[config.mk]
export PLATFORM = sky130hd
export DESIGN_NAME = reindeer_lite_top
export DESIGN_NICKNAME = d
export VERILOG_FILES = /design/src/hw/rv_pkg.sv /design/src/hw/mem_req_if.sv /design/src/hw/reindeer_lite_top.sv /design/src/hw/mem_master.sv /design/src/hw/alu_exec.sv /design/src/hw/reg_file.sv /design/src/hw/decode_unit.sv /design/src/hw/fetch_unit.sv /design/src/hw/core_ctrl.sv
export SDC_FILE = /design/constraint.sdc
export NUM_CORES = 2
export LEC_CHECK = 0
export ABC_CLOCK_PERIOD_IN_PS = 5600
export BUFFER_PORTS_ARGS = -buffer_cell sky130_fd_sc_hd__clkbuf_2
export CAP_MARGIN = 20
export CORE_ASPECT_RATIO = 1.4
export CORE_MARGIN = 4
export CORE_UTILIZATION = 55
export CTS_CLUSTER_SIZE = 16
export DETAILED_ROUTE_END_ITERATION = 6
export HOLD_SLACK_MARGIN = 0.02
export PLACE_DENSITY = 0.79
export SYNTH_ARGS = -nofsm -noshare
export SYNTH_HDL_FRONTEND = slang
export SYNTH_SLANG_ARGS = --single-unit
[constraint.sdc]
create_clock -name clk -period 5.6 [get_ports clk]
set_clock_uncertainty 0.05 [all_clocks]
set_input_delay 0.28 -clock clk [delete_from_list [all_inputs] [get_ports clk]]
set_output_delay 0.28 -clock clk [all_outputs]
set_load 0.02 [all_outputs]
[src/hw/rv_pkg.sv]
// rv_pkg
// shared widths, opcodes, ALU operations, instruction classes and
// controller states for the reindeer lite RV32I core

package rv_pkg;

    // --------------------------------------------------
    // widths
    // --------------------------------------------------
    localparam int XLEN          = 32;
    localparam int REG_ADDR_BITS = 5;
    localparam int ADDR_BITS     = 32;

    typedef logic [XLEN-1:0]          word_t;
    typedef logic [REG_ADDR_BITS-1:0] reg_addr_t;

    // --------------------------------------------------
    // major opcodes, bits 6:0 of the instruction
    // --------------------------------------------------
    localparam logic [6:0] OPC_LUI    = 7'b0110111;
    localparam logic [6:0] OPC_OPIMM  = 7'b0010011;
    localparam logic [6:0] OPC_OP     = 7'b0110011;
    localparam logic [6:0] OPC_BRANCH = 7'b1100011;
    localparam logic [6:0] OPC_JAL    = 7'b1101111;
    localparam logic [6:0] OPC_LOAD   = 7'b0000011;
    localparam logic [6:0] OPC_STORE  = 7'b0100011;
    localparam logic [6:0] OPC_SYSTEM = 7'b1110011;

    // --------------------------------------------------
    // datapath and control encodings
    // --------------------------------------------------
    typedef enum logic [2:0] {
        ALU_ADD, ALU_SUB, ALU_AND, ALU_OR, ALU_XOR, ALU_SLT, ALU_PASS_B
    } alu_op_e;

    // what the controller does with the instruction
    typedef enum logic [2:0] {
        IC_ALU, IC_BRANCH, IC_JAL, IC_LOAD, IC_STORE, IC_HALT
    } instr_class_e;

    typedef enum logic [2:0] {
        S_IDLE, S_FETCH, S_READ, S_EXEC, S_MEM, S_WB, S_HALT
    } ctrl_state_e;

endpackage
[src/hw/mem_req_if.sv]
// mem_req_if
// request channel between the core FSM and the external memory master

`timescale 1ns/1ps

interface mem_req_if import rv_pkg::*; ();

    // access request, held high until done
    logic  req;
    logic  we;
    // low selects the PC, high the ALU address
    logic  data_phase;
    // one clock at the end of the four-phase cycle
    logic  done;
    // read word captured on ack
    word_t rdata;

    modport ctrl_mp (output req, output we, output data_phase, input done);

    modport mem_mp (input req, input we, input data_phase, output done, output rdata);

endinterface

[src/hw/reindeer_lite_top.sv]
// reindeer_lite_top
// multicycle RV32I core top level; controller, datapath and the
// four-phase memory master on one shared memory port

`timescale 1ns/1ps

module reindeer_lite_top import rv_pkg::*; (
    input  logic  clk,
    input  logic  rst_n_i,
    input  logic  start_i,
    input  word_t start_addr_i,
    output logic  mem_req_o,
    output logic  mem_we_o,
    output word_t mem_addr_o,
    output word_t mem_wdata_o,
    input  logic  mem_ack_i,
    input  word_t mem_rdata_i,
    output logic  paused_o,
    output word_t peek_pc_o,
    output word_t peek_ir_o
);

    // --------------------------------------------------
    // control strobes and decode
    // --------------------------------------------------
    logic pc_init, pc_load, take_target, ir_load;
    logic exec_en, rd_we, wb_sel_mem;
    logic use_imm, branch_ne, branch_taken;
    instr_class_e instr_class;
    alu_op_e      alu_op;
    reg_addr_t    rs1, rs2, rd;

    // datapath words
    word_t imm, pc_plus4, target, result, store_data;
    word_t rs1_data, rs2_data, wb_data;

    mem_req_if mif ();

    core_ctrl core_ctrl_i (
        .clk (clk), .rst_n_i (rst_n_i), .start_i (start_i),
        .instr_class_i (instr_class), .branch_taken_i (branch_taken),
        .mif (mif.ctrl_mp),
        .pc_init_o (pc_init), .pc_load_o (pc_load), .take_target_o (take_target),
        .ir_load_o (ir_load), .exec_en_o (exec_en), .rd_we_o (rd_we),
        .wb_sel_mem_o (wb_sel_mem), .paused_o (paused_o));

    fetch_unit fetch_unit_i (
        .clk (clk), .rst_n_i (rst_n_i),
        .pc_init_i (pc_init), .start_addr_i (start_addr_i),
        .pc_load_i (pc_load), .take_target_i (take_target), .target_i (target),
        .ir_load_i (ir_load), .rdata_i (mif.rdata),
        .pc_o (peek_pc_o), .pc_plus4_o (pc_plus4), .ir_o (peek_ir_o));

    decode_unit decode_unit_i (
        .ir_i (peek_ir_o), .instr_class_o (instr_class), .alu_op_o (alu_op),
        .use_imm_o (use_imm), .imm_o (imm),
        .rs1_o (rs1), .rs2_o (rs2), .rd_o (rd), .branch_ne_o (branch_ne));

    reg_file reg_file_i (
        .clk (clk), .rst_n_i (rst_n_i),
        .rs1_i (rs1), .rs2_i (rs2), .rd_i (rd), .we_i (rd_we), .wdata_i (wb_data),
        .rs1_data_o (rs1_data), .rs2_data_o (rs2_data));

    alu_exec alu_exec_i (
        .clk (clk), .rst_n_i (rst_n_i), .exec_en_i (exec_en),
        .instr_class_i (instr_class), .alu_op_i (alu_op),
        .use_imm_i (use_imm), .imm_i (imm), .pc_i (peek_pc_o), .pc_plus4_i (pc_plus4),
        .rs1_data_i (rs1_data), .rs2_data_i (rs2_data), .branch_ne_i (branch_ne),
        .load_word_i (mif.rdata), .wb_sel_mem_i (wb_sel_mem),
        .result_o (result), .target_o (target), .branch_taken_o (branch_taken),
        .store_data_o (store_data), .wb_data_o (wb_data));

    mem_master mem_master_i (
        .clk (clk), .rst_n_i (rst_n_i),
        .pc_i (peek_pc_o), .addr_i (result), .wdata_i (store_data),
        .mem_ack_i (mem_ack_i), .mem_rdata_i (mem_rdata_i),
        .mif (mif.mem_mp),
        .mem_req_o (mem_req_o), .mem_we_o (mem_we_o),
        .mem_addr_o (mem_addr_o), .mem_wdata_o (mem_wdata_o));

endmodule

[src/hw/mem_master.sv]
// mem_master
// four-phase req/ack master on the shared instruction and data port;
// address and write data stay registered for the whole cycle

`timescale 1ns/1ps

module mem_master import rv_pkg::*; (
    input  logic     clk,
    input  logic     rst_n_i,
    input  word_t    pc_i,
    input  word_t    addr_i,
    input  word_t    wdata_i,
    input  logic     mem_ack_i,
    input  word_t    mem_rdata_i,
    mem_req_if.mem_mp mif,
    output logic     mem_req_o,
    output logic     mem_we_o,
    output word_t    mem_addr_o,
    output word_t    mem_wdata_o
);

    typedef enum logic [1:0] {M_IDLE, M_REQ, M_RELEASE, M_DONE} phase_e;

    phase_e phase_q;

    always_ff @(posedge clk or negedge rst_n_i) begin
        if (!rst_n_i) begin
            phase_q   <= M_IDLE;
            mem_req_o <= 1'b0;
            mem_we_o  <= 1'b0;
        end else begin
            case (phase_q)
                M_IDLE: begin
                    if (mif.req) begin
                        phase_q   <= M_REQ;
                        mem_req_o <= 1'b1;
                        mem_we_o  <= mif.we;
                    end
                end
                // memory may hold off ack as long as it likes
                M_REQ: begin
                    if (mem_ack_i) begin
                        phase_q   <= M_RELEASE;
                        mem_req_o <= 1'b0;
                        mem_we_o  <= 1'b0;
                    end
                end
                // no new request before ack is seen low
                M_RELEASE: if (!mem_ack_i) phase_q <= M_DONE;
                default:   phase_q <= M_IDLE;
            endcase
        end
    end

    always_ff @(posedge clk) begin
        if (phase_q == M_IDLE && mif.req) begin
            mem_addr_o  <= mif.data_phase ? addr_i : pc_i;
            mem_wdata_o <= wdata_i;
        end
        if (phase_q == M_REQ && mem_ack_i) begin
            mif.rdata <= mem_rdata_i;
        end
    end

    assign mif.done = (phase_q == M_DONE);

endmodule

[src/hw/alu_exec.sv]
// alu_exec
// operand select, ALU, branch compare and target adder, registered on
// exec; also picks the writeback word

`timescale 1ns/1ps

module alu_exec import rv_pkg::*; (
    input  logic         clk,
    input  logic         rst_n_i,
    input  logic         exec_en_i,
    input  instr_class_e instr_class_i,
    input  alu_op_e      alu_op_i,
    input  logic         use_imm_i,
    input  word_t        imm_i,
    input  word_t        pc_i,
    input  word_t        pc_plus4_i,
    input  word_t        rs1_data_i,
    input  word_t        rs2_data_i,
    input  logic         branch_ne_i,
    input  word_t        load_word_i,
    input  logic         wb_sel_mem_i,
    output word_t        result_o,
    output word_t        target_o,
    output logic         branch_taken_o,
    output word_t        store_data_o,
    output word_t        wb_data_o
);

    word_t op_b;
    word_t alu_out;

    assign op_b = use_imm_i ? imm_i : rs2_data_i;

    always_comb begin
        case (alu_op_i)
            ALU_ADD:    alu_out = rs1_data_i + op_b;
            ALU_SUB:    alu_out = rs1_data_i - op_b;
            ALU_AND:    alu_out = rs1_data_i & op_b;
            ALU_OR:     alu_out = rs1_data_i | op_b;
            ALU_XOR:    alu_out = rs1_data_i ^ op_b;
            ALU_SLT:    alu_out = word_t'($signed(rs1_data_i) < $signed(op_b));
            default:    alu_out = op_b;
        endcase
    end

    always_ff @(posedge clk or negedge rst_n_i) begin
        if (!rst_n_i) begin
            branch_taken_o <= 1'b0;
        end else if (exec_en_i) begin
            // equality, inverted for BNE
            branch_taken_o <= (rs1_data_i == rs2_data_i) ^ branch_ne_i;
        end
    end

    // result doubles as the LW/SW address
    always_ff @(posedge clk) begin
        if (exec_en_i) begin
            result_o     <= (instr_class_i == IC_JAL) ? pc_plus4_i : alu_out;
            target_o     <= pc_i + imm_i;
            store_data_o <= rs2_data_i;
        end
    end

    assign wb_data_o = wb_sel_mem_i ? load_word_i : result_o;

endmodule

[src/hw/reg_file.sv]
// reg_file
// 32 x 32 integer registers, two registered read ports, one write port;
// x0 reads as zero and ignores writes

`timescale 1ns/1ps

module reg_file import rv_pkg::*; (
    input  logic      clk,
    input  logic      rst_n_i,
    input  reg_addr_t rs1_i,
    input  reg_addr_t rs2_i,
    input  reg_addr_t rd_i,
    input  logic      we_i,
    input  word_t     wdata_i,
    output word_t     rs1_data_o,
    output word_t     rs2_data_o
);

    // no storage behind x0
    word_t regs [1:2**REG_ADDR_BITS-1];

    always_ff @(posedge clk) begin
        if (we_i && rd_i != '0) begin
            regs[rd_i] <= wdata_i;
        end
    end

    always_ff @(posedge clk or negedge rst_n_i) begin
        if (!rst_n_i) begin
            rs1_data_o <= '0;
            rs2_data_o <= '0;
        end else begin
            rs1_data_o <= (rs1_i == '0) ? '0 : regs[rs1_i];
            rs2_data_o <= (rs2_i == '0) ? '0 : regs[rs2_i];
        end
    end

endmodule

[src/hw/decode_unit.sv]
// decode_unit
// combinational decode: register fields, immediates, ALU operation
// and instruction class; anything unsupported decodes to halt

`timescale 1ns/1ps

module decode_unit import rv_pkg::*; (
    input  word_t        ir_i,
    output instr_class_e instr_class_o,
    output alu_op_e      alu_op_o,
    output logic         use_imm_o,
    output word_t        imm_o,
    output reg_addr_t    rs1_o,
    output reg_addr_t    rs2_o,
    output reg_addr_t    rd_o,
    output logic         branch_ne_o
);

    logic [2:0] funct3;
    alu_op_e    f3_op;
    logic       f3_ok;
    word_t      imm_i_fmt;
    word_t      imm_s_fmt;
    word_t      imm_b_fmt;
    word_t      imm_u_fmt;
    word_t      imm_j_fmt;

    assign funct3 = ir_i[14:12];
    assign rd_o   = ir_i[11:7];
    assign rs1_o  = ir_i[19:15];
    assign rs2_o  = ir_i[24:20];

    // BEQ is 000, BNE is 001
    assign branch_ne_o = funct3[0];

    // --------------------------------------------------
    // immediate formats
    // --------------------------------------------------
    assign imm_i_fmt = {{20{ir_i[31]}}, ir_i[31:20]};
    assign imm_s_fmt = {{20{ir_i[31]}}, ir_i[31:25], ir_i[11:7]};
    assign imm_b_fmt = {{19{ir_i[31]}}, ir_i[31], ir_i[7], ir_i[30:25], ir_i[11:8], 1'b0};
    assign imm_u_fmt = {ir_i[31:12], 12'b0};
    assign imm_j_fmt = {{11{ir_i[31]}}, ir_i[31], ir_i[19:12], ir_i[20], ir_i[30:21], 1'b0};

    // funct3 mapping shared by OP and OP-IMM
    always_comb begin
        f3_ok = 1'b1;
        case (funct3)
            3'b000:  f3_op = ALU_ADD;
            3'b010:  f3_op = ALU_SLT;
            3'b100:  f3_op = ALU_XOR;
            3'b110:  f3_op = ALU_OR;
            3'b111:  f3_op = ALU_AND;
            default: begin
                f3_op = ALU_ADD;
                f3_ok = 1'b0;
            end
        endcase
    end

    always_comb begin
        instr_class_o = IC_HALT;
        alu_op_o      = ALU_ADD;
        use_imm_o     = 1'b0;
        imm_o         = imm_i_fmt;
        case (ir_i[6:0])
            OPC_LUI: begin
                instr_class_o = IC_ALU;
                alu_op_o      = ALU_PASS_B;
                use_imm_o     = 1'b1;
                imm_o         = imm_u_fmt;
            end
            OPC_OPIMM: begin
                if (f3_ok) instr_class_o = IC_ALU;
                alu_op_o  = f3_op;
                use_imm_o = 1'b1;
            end
            OPC_OP: begin
                if (f3_ok) instr_class_o = IC_ALU;
                alu_op_o = (funct3 == 3'b000 && ir_i[30]) ? ALU_SUB : f3_op;
            end
            OPC_BRANCH: begin
                if (funct3[2:1] == 2'b00) instr_class_o = IC_BRANCH;
                imm_o = imm_b_fmt;
            end
            OPC_JAL: begin
                instr_class_o = IC_JAL;
                imm_o         = imm_j_fmt;
            end
            OPC_LOAD: begin
                if (funct3 == 3'b010) instr_class_o = IC_LOAD;
                use_imm_o = 1'b1;
            end
            OPC_STORE: begin
                if (funct3 == 3'b010) instr_class_o = IC_STORE;
                use_imm_o = 1'b1;
                imm_o     = imm_s_fmt;
            end
            // EBREAK and the rest of SYSTEM stop the core
            OPC_SYSTEM: instr_class_o = IC_HALT;
            default:    instr_class_o = IC_HALT;
        endcase
    end

endmodule

[src/hw/fetch_unit.sv]
// fetch_unit
// program counter with next-PC selection, and the instruction register

`timescale 1ns/1ps

module fetch_unit import rv_pkg::*; (
    input  logic  clk,
    input  logic  rst_n_i,
    input  logic  pc_init_i,
    input  word_t start_addr_i,
    input  logic  pc_load_i,
    input  logic  take_target_i,
    input  word_t target_i,
    input  logic  ir_load_i,
    input  word_t rdata_i,
    output word_t pc_o,
    output word_t pc_plus4_o,
    output word_t ir_o
);

    word_t pc_q;
    word_t ir_q;

    // sequential successor, also the JAL link value
    assign pc_plus4_o = pc_q + ADDR_BITS'(4);

    always_ff @(posedge clk or negedge rst_n_i) begin
        if (!rst_n_i) begin
            pc_q <= '0;
            ir_q <= '0;
        end else begin
            if (pc_init_i) begin
                pc_q <= start_addr_i;
            end else if (pc_load_i) begin
                pc_q <= take_target_i ? target_i : pc_plus4_o;
            end
            if (ir_load_i) begin
                ir_q <= rdata_i;
            end
        end
    end

    assign pc_o = pc_q;
    assign ir_o = ir_q;

endmodule

[src/hw/core_ctrl.sv]
// core_ctrl
// multicycle FSM, one instruction in flight: fetch, register read,
// execute, optional memory access, then writeback and PC update

`timescale 1ns/1ps

module core_ctrl import rv_pkg::*; (
    input  logic         clk,
    input  logic         rst_n_i,
    input  logic         start_i,
    input  instr_class_e instr_class_i,
    input  logic         branch_taken_i,
    mem_req_if.ctrl_mp   mif,
    output logic         pc_init_o,
    output logic         pc_load_o,
    output logic         take_target_o,
    output logic         ir_load_o,
    output logic         exec_en_o,
    output logic         rd_we_o,
    output logic         wb_sel_mem_o,
    output logic         paused_o
);

    ctrl_state_e state_q;
    ctrl_state_e state_d;

    always_ff @(posedge clk or negedge rst_n_i) begin
        if (!rst_n_i) begin
            state_q <= S_IDLE;
        end else begin
            state_q <= state_d;
        end
    end

    always_comb begin
        state_d = state_q;
        case (state_q)
            S_IDLE:  if (start_i) state_d = S_FETCH;
            S_FETCH: if (mif.done) state_d = S_READ;
            S_READ:  state_d = S_EXEC;
            S_EXEC: begin
                // class is known here, IR is stable since FETCH
                if (instr_class_i == IC_HALT) begin
                    state_d = S_HALT;
                end else if (instr_class_i == IC_LOAD || instr_class_i == IC_STORE) begin
                    state_d = S_MEM;
                end else begin
                    state_d = S_WB;
                end
            end
            S_MEM:   if (mif.done) state_d = S_WB;
            S_WB:    state_d = S_FETCH;
            // only reset leaves halt
            default: state_d = S_HALT;
        endcase
    end

    // --------------------------------------------------
    // strobes and memory request
    // --------------------------------------------------
    assign pc_init_o = (state_q == S_IDLE) && start_i;
    assign ir_load_o = (state_q == S_FETCH) && mif.done;
    assign exec_en_o = (state_q == S_EXEC);
    assign pc_load_o = (state_q == S_WB);

    // the single branch/jump decision of the core
    assign take_target_o = pc_load_o && ((instr_class_i == IC_JAL) ||
                           ((instr_class_i == IC_BRANCH) && branch_taken_i));

    assign rd_we_o = pc_load_o && ((instr_class_i == IC_ALU) ||
                     (instr_class_i == IC_JAL) || (instr_class_i == IC_LOAD));
    assign wb_sel_mem_o = (instr_class_i == IC_LOAD);
    assign paused_o     = (state_q == S_HALT);

    assign mif.req        = (state_q == S_FETCH) || (state_q == S_MEM);
    assign mif.data_phase = (state_q == S_MEM);
    assign mif.we         = (state_q == S_MEM) && (instr_class_i == IC_STORE);

endmodule

# == Word level (Yosys, flattened, before mapping) ==
# Memories as Yosys holds them, arrays and structs flattened.
# Index checks and enable logic that the tools add are counted.
# op_classes
add_sub_neg,4
order_cmp,1
eq_ne,37
muxes,38
n_bitwise,4
reduce_logical,32
# op_table
op,count
$mux 32,9
$pmux 32 s6,1
$pmux 31 s4,1
$add 32x32->32,2
$pmux 3 s6,2
$add 32x3->32 const B,1
$and 32x32->32,1
$eq 32x32->1,1
$lt 32x32->1,1
$or 32x32->32,1
$sub 32x32->32,1
$xor 32x32->32,1
$eq 3x3->1 const B,10
$mux 3,8
$eq 3x2->1 const B,7
$eq 7x6->1 const B,3
$eq 7x7->1 const B,2
$logic_not 3->1,4
$pmux 3 s4,1
$logic_and 1x1->1,10
$logic_not 5->1,2
$eq 3x1->1 const B,3
$mux 1,9
$pmux 3 s3,1
18 further kinds,34
# totals
ff_bits,328
mem_bits_rw,992
input_bits,68
out_inout_bits,131
word_cells,132
n_memories,1
# mem_list
name,words,word_bits,read_ports,rd_ports_with_merged_regs,write_ports,line_no,source
reg_file_i.regs,31,32,2,0,1,reg_file.sv:20,word_t regs [1:2**REG_ADDR_BITS-1];

# == Logic depth before layout (Yosys ltp) ==
# logic_depth
ltp_word,12
depth_mapped,23
depth_no_buf,20

# == Modules after synthesis ==
# A second synthesis with hierarchy kept.
# hier_totals
hier_cells,4618
area_unflattened_um2,67498.5
# modules_own_cells
mod,instances,cells_each,area_each_um2,seq_area_each_um2
reg_file,1,2665,48099.9,31390.1
alu_exec,1,1324,11187.0,2907.8
mem_master,1,161,3709.8,2982.9
fetch_unit,1,332,3498.4,1601.5
decode_unit,1,102,737.0,0.0
core_ctrl,1,34,266.5,75.1

# == Least setup slack after synthesis ==
# No wires, ideal clock.
# synth_path
path_type,reg2reg
startpoint,"register fetch_unit_i.ir_q[5], in the netlist fetch_unit_i.ir_o[5]"
endpoint,"register alu_exec_i.result_o[11], data pin"
setup_time_ps,276
t_arrival_ps,4535
required_time_ps,5274
setup_slack_ps,739
stages_incl_launch_ff,22
n_path_buf,6
period_less_slack_ps,4861
cell_sequence,dfrtp_1 buf_2 nand2_1 xnor2_1 or4_1 clkbuf_1 buf_1 clkbuf_1 o21ai_0 inv_1 ha_1 buf_6 a211o_1 o21a_1 buf_6 a311o_1 a21oi_2 nor3_1 or4_4 o311a_1 o21ai_1 a22oi_1
# synth_between
elab_chain_len,7
elab_cells_between_ends,28
cone_classes,add/sub (2); eq/ne (13); mux (7); bitwise (3); reduce/logical (3)
# synth_lines
item,line_no,source
start: declaration,fetch_unit.sv:22,word_t ir_q;
start signal: assignment,fetch_unit.sv:38,ir_q <= rdata_i;
"$eq 7x6->1, or another cell as far along",decode_unit.sv:66,case (ir_i[6:0])
$reduce_or 4->1 (no line),-,
$mux 1,decode_unit.sv:66,
$mux 32,alu_exec.sv:32,assign op_b = use_imm_i ? imm_i : rs2_data_i;
"$sub 32x32->32, or another cell as far along",alu_exec.sv:37,ALU_SUB: alu_out = rs1_data_i - op_b;
$pmux 32 s6,alu_exec.sv:35,case (alu_op_i)
$mux 32 *,alu_exec.sv:58,result_o <= (instr_class_i == IC_JAL) ? pc_plus4_i : alu_out;
end signal: assignment,alu_exec.sv:58,
end: declaration,alu_exec.sv:22,"output word_t result_o,"
# Every way passes the cells marked *; elsewhere a longest branch is shown, timed or not.
# A chain may end at the register's enable or synchronous reset.

# == Worst setup path in the final report ==
# layout_path
startpoint,"register fetch_unit_i.ir_q[3], in the netlist fetch_unit_i.ir_o[3]"
endpoint,"register alu_exec_i.target_o[28], data pin"
# layout_between
elab_chain_len,3
elab_cells_between_ends,6
cone_classes,add/sub (1); eq/ne (4); mux (1)
# layout_lines
item,line_no,source
$eq 7x6->1 / $eq 7x7->1 (equally long branches),decode_unit.sv:66,
$pmux 31 s4 *,decode_unit.sv:66,
$add 32x32->32 *,alu_exec.sv:59,target_o <= pc_i + imm_i;
end signal: assignment,alu_exec.sv:59,
end: declaration,alu_exec.sv:23,"output word_t target_o,"
# Marks and branches as above.

==> impl_summary.md <==
Status
The run finished with clean final reports.

Synthesis
The number of enable-type register cells in the synthesized netlist is 1184. Among all flip-flop cells after synthesis, the most frequent one is sky130_fd_sc_hd__edfxtp_1. In the synthesized netlist, the number of instances is 4343.

The Yosys warning count is 0. The number of nets in the synthesized netlist is around 4600. Counting instances in the post-synthesis netlist gives the leading cell types as sky130_fd_sc_hd__edfxtp_1, sky130_fd_sc_hd__mux4_2, sky130_fd_sc_hd__nor2_1, sky130_fd_sc_hd__nand2_1, sky130_fd_sc_hd__a21oi_1. Among all cell types in the netlist, the one instantiated most often is sky130_fd_sc_hd__edfxtp_1.

The most area-hungry cell type in the Yosys netlist is sky130_fd_sc_hd__edfxtp_1. The mean instance size in the synthesized netlist is between 15 and 20 sq um. Yosys mapped the design onto 85 distinct sky130hd cell types. By area the synthesized netlist is led by sky130_fd_sc_hd__edfxtp_1, sky130_fd_sc_hd__mux4_2, sky130_fd_sc_hd__dfrtp_1, sky130_fd_sc_hd__ha_1, sky130_fd_sc_hd__mux2i_1. The total of flip-flops plus latches after synthesis is about 1300. Of the post-synthesis cell area, the dominant cell type holds 0.5358.

For this run, asynchronously set or reset flops after synthesis account for 0.1030. The cell area that synthesis handed to floorplanning was 0.06635 sq mm. The share of the Yosys chip area taken by registers is 0.5871.

Placement
The worst slack at placement is 130.1 ps. The placer's final routability congestion estimate is 1.018. Detailed placement finished with a half-perimeter wire length of 143600 um.

The number of buffers inserted by port buffering is 198.

Global route
The met3 global-route usage is 0.07768. Across every metal layer, demand over resource in global routing totals 0.3574. The sum of overflow across all layers after global routing is 0.

For met2 alone, demand over resource in global routing was 0.5805. The number of global-route vias before repair was between 40000 and 50000. Entering global routing, the biggest net connects 127 pins.

After global routing, the most crowded layer is met2. The routing usage on met1 is 0.4057. The initial antenna violation count is 14. The first global-routing pass estimated 320100 um of wire.

CTS
CTS built an H-tree with a depth of 3. The clock tree from TritonCTS is yes. After clock tree synthesis, the clock-pin slew on the worst setup and hold paths is 70 ps. In this run the deepest clock path goes through 3 buffers.

Clock tree synthesis inserted a total of 118 buffers. The clock latency reported for the late side of the worst-skew pair is approximately 760 ps. After clock tree synthesis, the setup repair step added 0 buffers.

The tree built by TritonCTS fans out to 1320 sinks. The tree is rooted in a sky130_fd_sc_hd__clkbuf_16.

STA
The tightest slew margin relative to the limit is 0.2871. The number of hold violations in the final report is 0. Hold is met by ~74 ps.

The final count of pins violating max slew is 0. In the final timing run, aggregate negative setup slack is 0 ps. The final period demand of the worst path is 5403 ps. The final worst slack is 196.8 ps. Setup violations remaining at the end of the flow were counted as 0. The worst-margin pin slew is between 1000 and 1500 ps. Of the available clock period, the critical path in the final layout requires 0.9649. The highest clock frequency the design can meet is 185.1 MHz. Setup repair after global routing left no endpoint under its margin.

Pwr
The standby leakage power is 26.12 nW. The design draws 44.59 mW. In this run the power density over the cells is 592.7 mW/mm^2. Across the VDD grid, the largest voltage drop is around 430 uV.

Finish
The area growth from synthesis to layout is 13.39%. The layout has 8227 filler cells. The proportion of layout cells with a drive suffix above 1 is 0.2703. For this run, the post-layout net count is roughly 4800.

Routing
The detail route stage leaves a number of antenna-violating nets equal to 0. The total wire length after detailed routing is approximately 220000 um. In the final routed layout, each cell accounts on average for 35.46 um. For this run, design rule violations remaining after detail routing come to 0.

The detailed-route via count is 44276. Dividing the detail-routed via count by the number of cells gives 6.987. For this block, the initial DRC count from the detailed router was 5996. The number of iterations in the first detailed-routing pass is 6.

Critical path
The startpoint type of the worst setup path is a register. In this run the worst path has a maximum fanout of 8. By startpoint and endpoint, the worst setup path is classified as reg2reg. Data on the critical path arrives at its endpoint at 5860 ps. The data required time of the worst path is 6060 ps. The element type at the critical path end is a register. For the worst flop-to-flop path, the logic depth is 19.

Floorplan
In this run the standard cell core region covers 0.1196 sq mm. During I/O placement, the number of pins put on the boundary was 199. The die is between 400 and 500 um tall.

The site row count is 150. The die covers 0.1263 sq mm. The initial utilization of the core area, before any placement, comes to 0.5550. From left edge to right edge, the die measures between 300 and 400 um.

Hold path
The path class of the tightest hold or removal check is in2async.

Flow run
The number of maximum-capacitance violations is 0.
-- where the power goes --
group	internal [mW]	switching, mW
clock network	4.49	3.73
logic	8.78	13.0
registers	13.1	1.46
-- worst paths after layout --
| kind | from | to | slack, ps |
|---|---|---|---|
| max reg2reg | fetch_unit_i.ir_o[3]$_DFFE_PN0P_ | alu_exec_i.target_o[28]$_DFFE_PP_ | 200 |
| min in group clk | mem_rdata_i[24] | mem_master_i.mif.rdata[24]$_DFFE_PP_ | 190 |
| max in group asynchronous | rst_n_i | fetch_unit_i.ir_o[22]$_DFFE_PN0P_ | 4660 |
| min reg2reg | alu_exec_i.store_data_o[23]$_DFFE_PP_ | mem_master_i.mem_wdata_o[23]$_DFFE_PP_ | 370 |
| min | rst_n_i | fetch_unit_i.ir_o[26]$_DFFE_PN0P_ | 70 |
| max | fetch_unit_i.ir_o[3]$_DFFE_PN0P_ | alu_exec_i.target_o[28]$_DFFE_PP_ | 200 |
-- cells in the final DEF, fill, tap and decap left out, types with 13 or more instances in the layout --
cell type / Yosys / routed
sky130_fd_sc_hd__edfxtp_1: 1184 / 1184
sky130_fd_sc_hd__and3_1: 31 / 30
sky130_fd_sc_hd__mux4_2: 555 / 555
sky130_fd_sc_hd__or3_1: 14 / 14
sky130_fd_sc_hd__nor3_1: 43 / 41
sky130_fd_sc_hd__nand4_1: 16 / 16
sky130_fd_sc_hd__nand2_1: 277 / 277
sky130_fd_sc_hd__o211ai_1: 29 / 29
sky130_fd_sc_hd__buf_4: 1 / 155
sky130_fd_sc_hd__ha_1: 139 / 139
sky130_fd_sc_hd__inv_1: 136 / 135
sky130_fd_sc_hd__mux2_2: 71 / 71
sky130_fd_sc_hd__nor2_4: 0 / 33
sky130_fd_sc_hd__mux2i_1: 161 / 161
sky130_fd_sc_hd__a21o_1: 36 / 36
sky130_fd_sc_hd__dlygate4sd3_1: 0 / 67
sky130_fd_sc_hd__o22ai_1: 28 / 28
sky130_fd_sc_hd__nor2b_1: 19 / 19
sky130_fd_sc_hd__xnor2_1: 49 / 49
sky130_fd_sc_hd__a211oi_1: 24 / 22
sky130_fd_sc_hd__clkbuf_1: 174 / 24
sky130_fd_sc_hd__o21ai_0: 166 / 166
sky130_fd_sc_hd__o21bai_1: 15 / 15
sky130_fd_sc_hd__xor2_1: 60 / 60
sky130_fd_sc_hd__o31ai_1: 13 / 13
sky130_fd_sc_hd__nand3_1: 42 / 42
sky130_fd_sc_hd__clkbuf_16: 0 / 121
sky130_fd_sc_hd__buf_12: 0 / 34
sky130_fd_sc_hd__nor4_1: 17 / 15
sky130_fd_sc_hd__clkinv_2: 0 / 16
sky130_fd_sc_hd__dfrtp_1: 136 / 126
sky130_fd_sc_hd__clkinv_1: 0 / 26
sky130_fd_sc_hd__a21oi_1: 266 / 264
sky130_fd_sc_hd__nand2b_1: 22 / 22
sky130_fd_sc_hd__nor2_1: 332 / 297
sky130_fd_sc_hd__clkbuf_2: 0 / 197
sky130_fd_sc_hd__a31oi_1: 24 / 24
-- per-stage QoR --
stage | instance area [sq um] | utilization | instances
after floorplan | 66350 | - | 4343
after global placement | 70250 | 0.5876 | 6027
after detailed placement | 70250 | 0.5876 | 6027
after CTS | 74790 | 0.6256 | 6315
after global routing | 75230 | 0.6293 | 6334
final | 75240 | 0.6293 | 6337
-- logic make-up (layout without fill, tap and decap cells) --
group	Yosys count	in the layout	share of synthesized area
xor+xnor	109	109	0.01439
buf+inv	430	823	0.02551
other cells	0	5	0
compound gates	701	701	0.06409
flops	1320	1320	0.5871
simple gates	853	853	0.05691
fa+ha+maj	143	143	0.02727
mux	787	787	0.2247
-- metal layers --
layer / part of all wire / up-vias
met4: 0.10 / 11
met2: 0.49 / 3383
met3: 0.11 / 944
met1: 0.31 / 22167
li1: - / 17771
met5: 0.00037 / -
-- state kept, by name (all words and copies together), names as in the netlist, named ones only --
signal                     flops
alu_exec_i.result_o           32
mem_master_i.mem_wdata_o      32
mem_master_i.mem_req_o         1
core_ctrl_i.state_q            2
mem_master_i.mem_we_o          1
reg_file_i.rs1_data_o         32
reg_file_i.regs              992
reg_file_i.rs2_data_o         32
fetch_unit_i.ir_o             32
mem_master_i.mem_addr_o       32
mem_master_i.phase_q           2
alu_exec_i.branch_taken_o      1
fetch_unit_i.pc_o             32
alu_exec_i.store_data_o       32
mem_master_i.mif.rdata        32
alu_exec_i.target_o           32
-- worst max-delay path, cell delays in order (launching register included) --
cell and delay (ps):
sky130_fd_sc_hd__dfrtp_1 400, sky130_fd_sc_hd__buf_4 180, sky130_fd_sc_hd__nor4_2 390, sky130_fd_sc_hd__and2_0 290, sky130_fd_sc_hd__buf_4 170, sky130_fd_sc_hd__nor3_1 50
sky130_fd_sc_hd__a21oi_1 280, sky130_fd_sc_hd__inv_1 130, sky130_fd_sc_hd__fa_1 420, sky130_fd_sc_hd__a21o_1 170, sky130_fd_sc_hd__a21oi_1 290, sky130_fd_sc_hd__o211ai_1 210
sky130_fd_sc_hd__nand3_1 170, sky130_fd_sc_hd__a31oi_1 90, sky130_fd_sc_hd__buf_4 160, sky130_fd_sc_hd__o31ai_1 830, sky130_fd_sc_hd__o22ai_1 240, sky130_fd_sc_hd__or3_1 370
sky130_fd_sc_hd__a21oi_1 180, sky130_fd_sc_hd__xnor2_1 80
-- area by class of cell --
| type | instances | area (sq um) | area share |
|---|---|---|---|
| inverters | 136 | 513.0 | 0.006818 |
| flip-flops and latches | 1320 | 38990 | 0.5183 |
| clock buffers | 150 | 3187 | 0.04236 |
| clock inverters | 70 | 655.6 | 0.008714 |
| repair buffers | 467 | 3847 | 0.05114 |
| well taps | 1596 | 1997 | 0.02654 |
| multi-input cells | 2593 | 26030 | 0.3460 |
| diodes | 5 | 12.51 | 0.0001663 |
-- timing repair --
| action | in CTS | in global routing |
|---|---|---|
| hold endpoints to repair | 204 | 0 |
| hold buffers | 68 | 0 |
| setup endpoints to repair | 0 | 7 |
| resized for setup | 0 | 5 |
No activity file was read; power rests on OpenSTA's default activity.
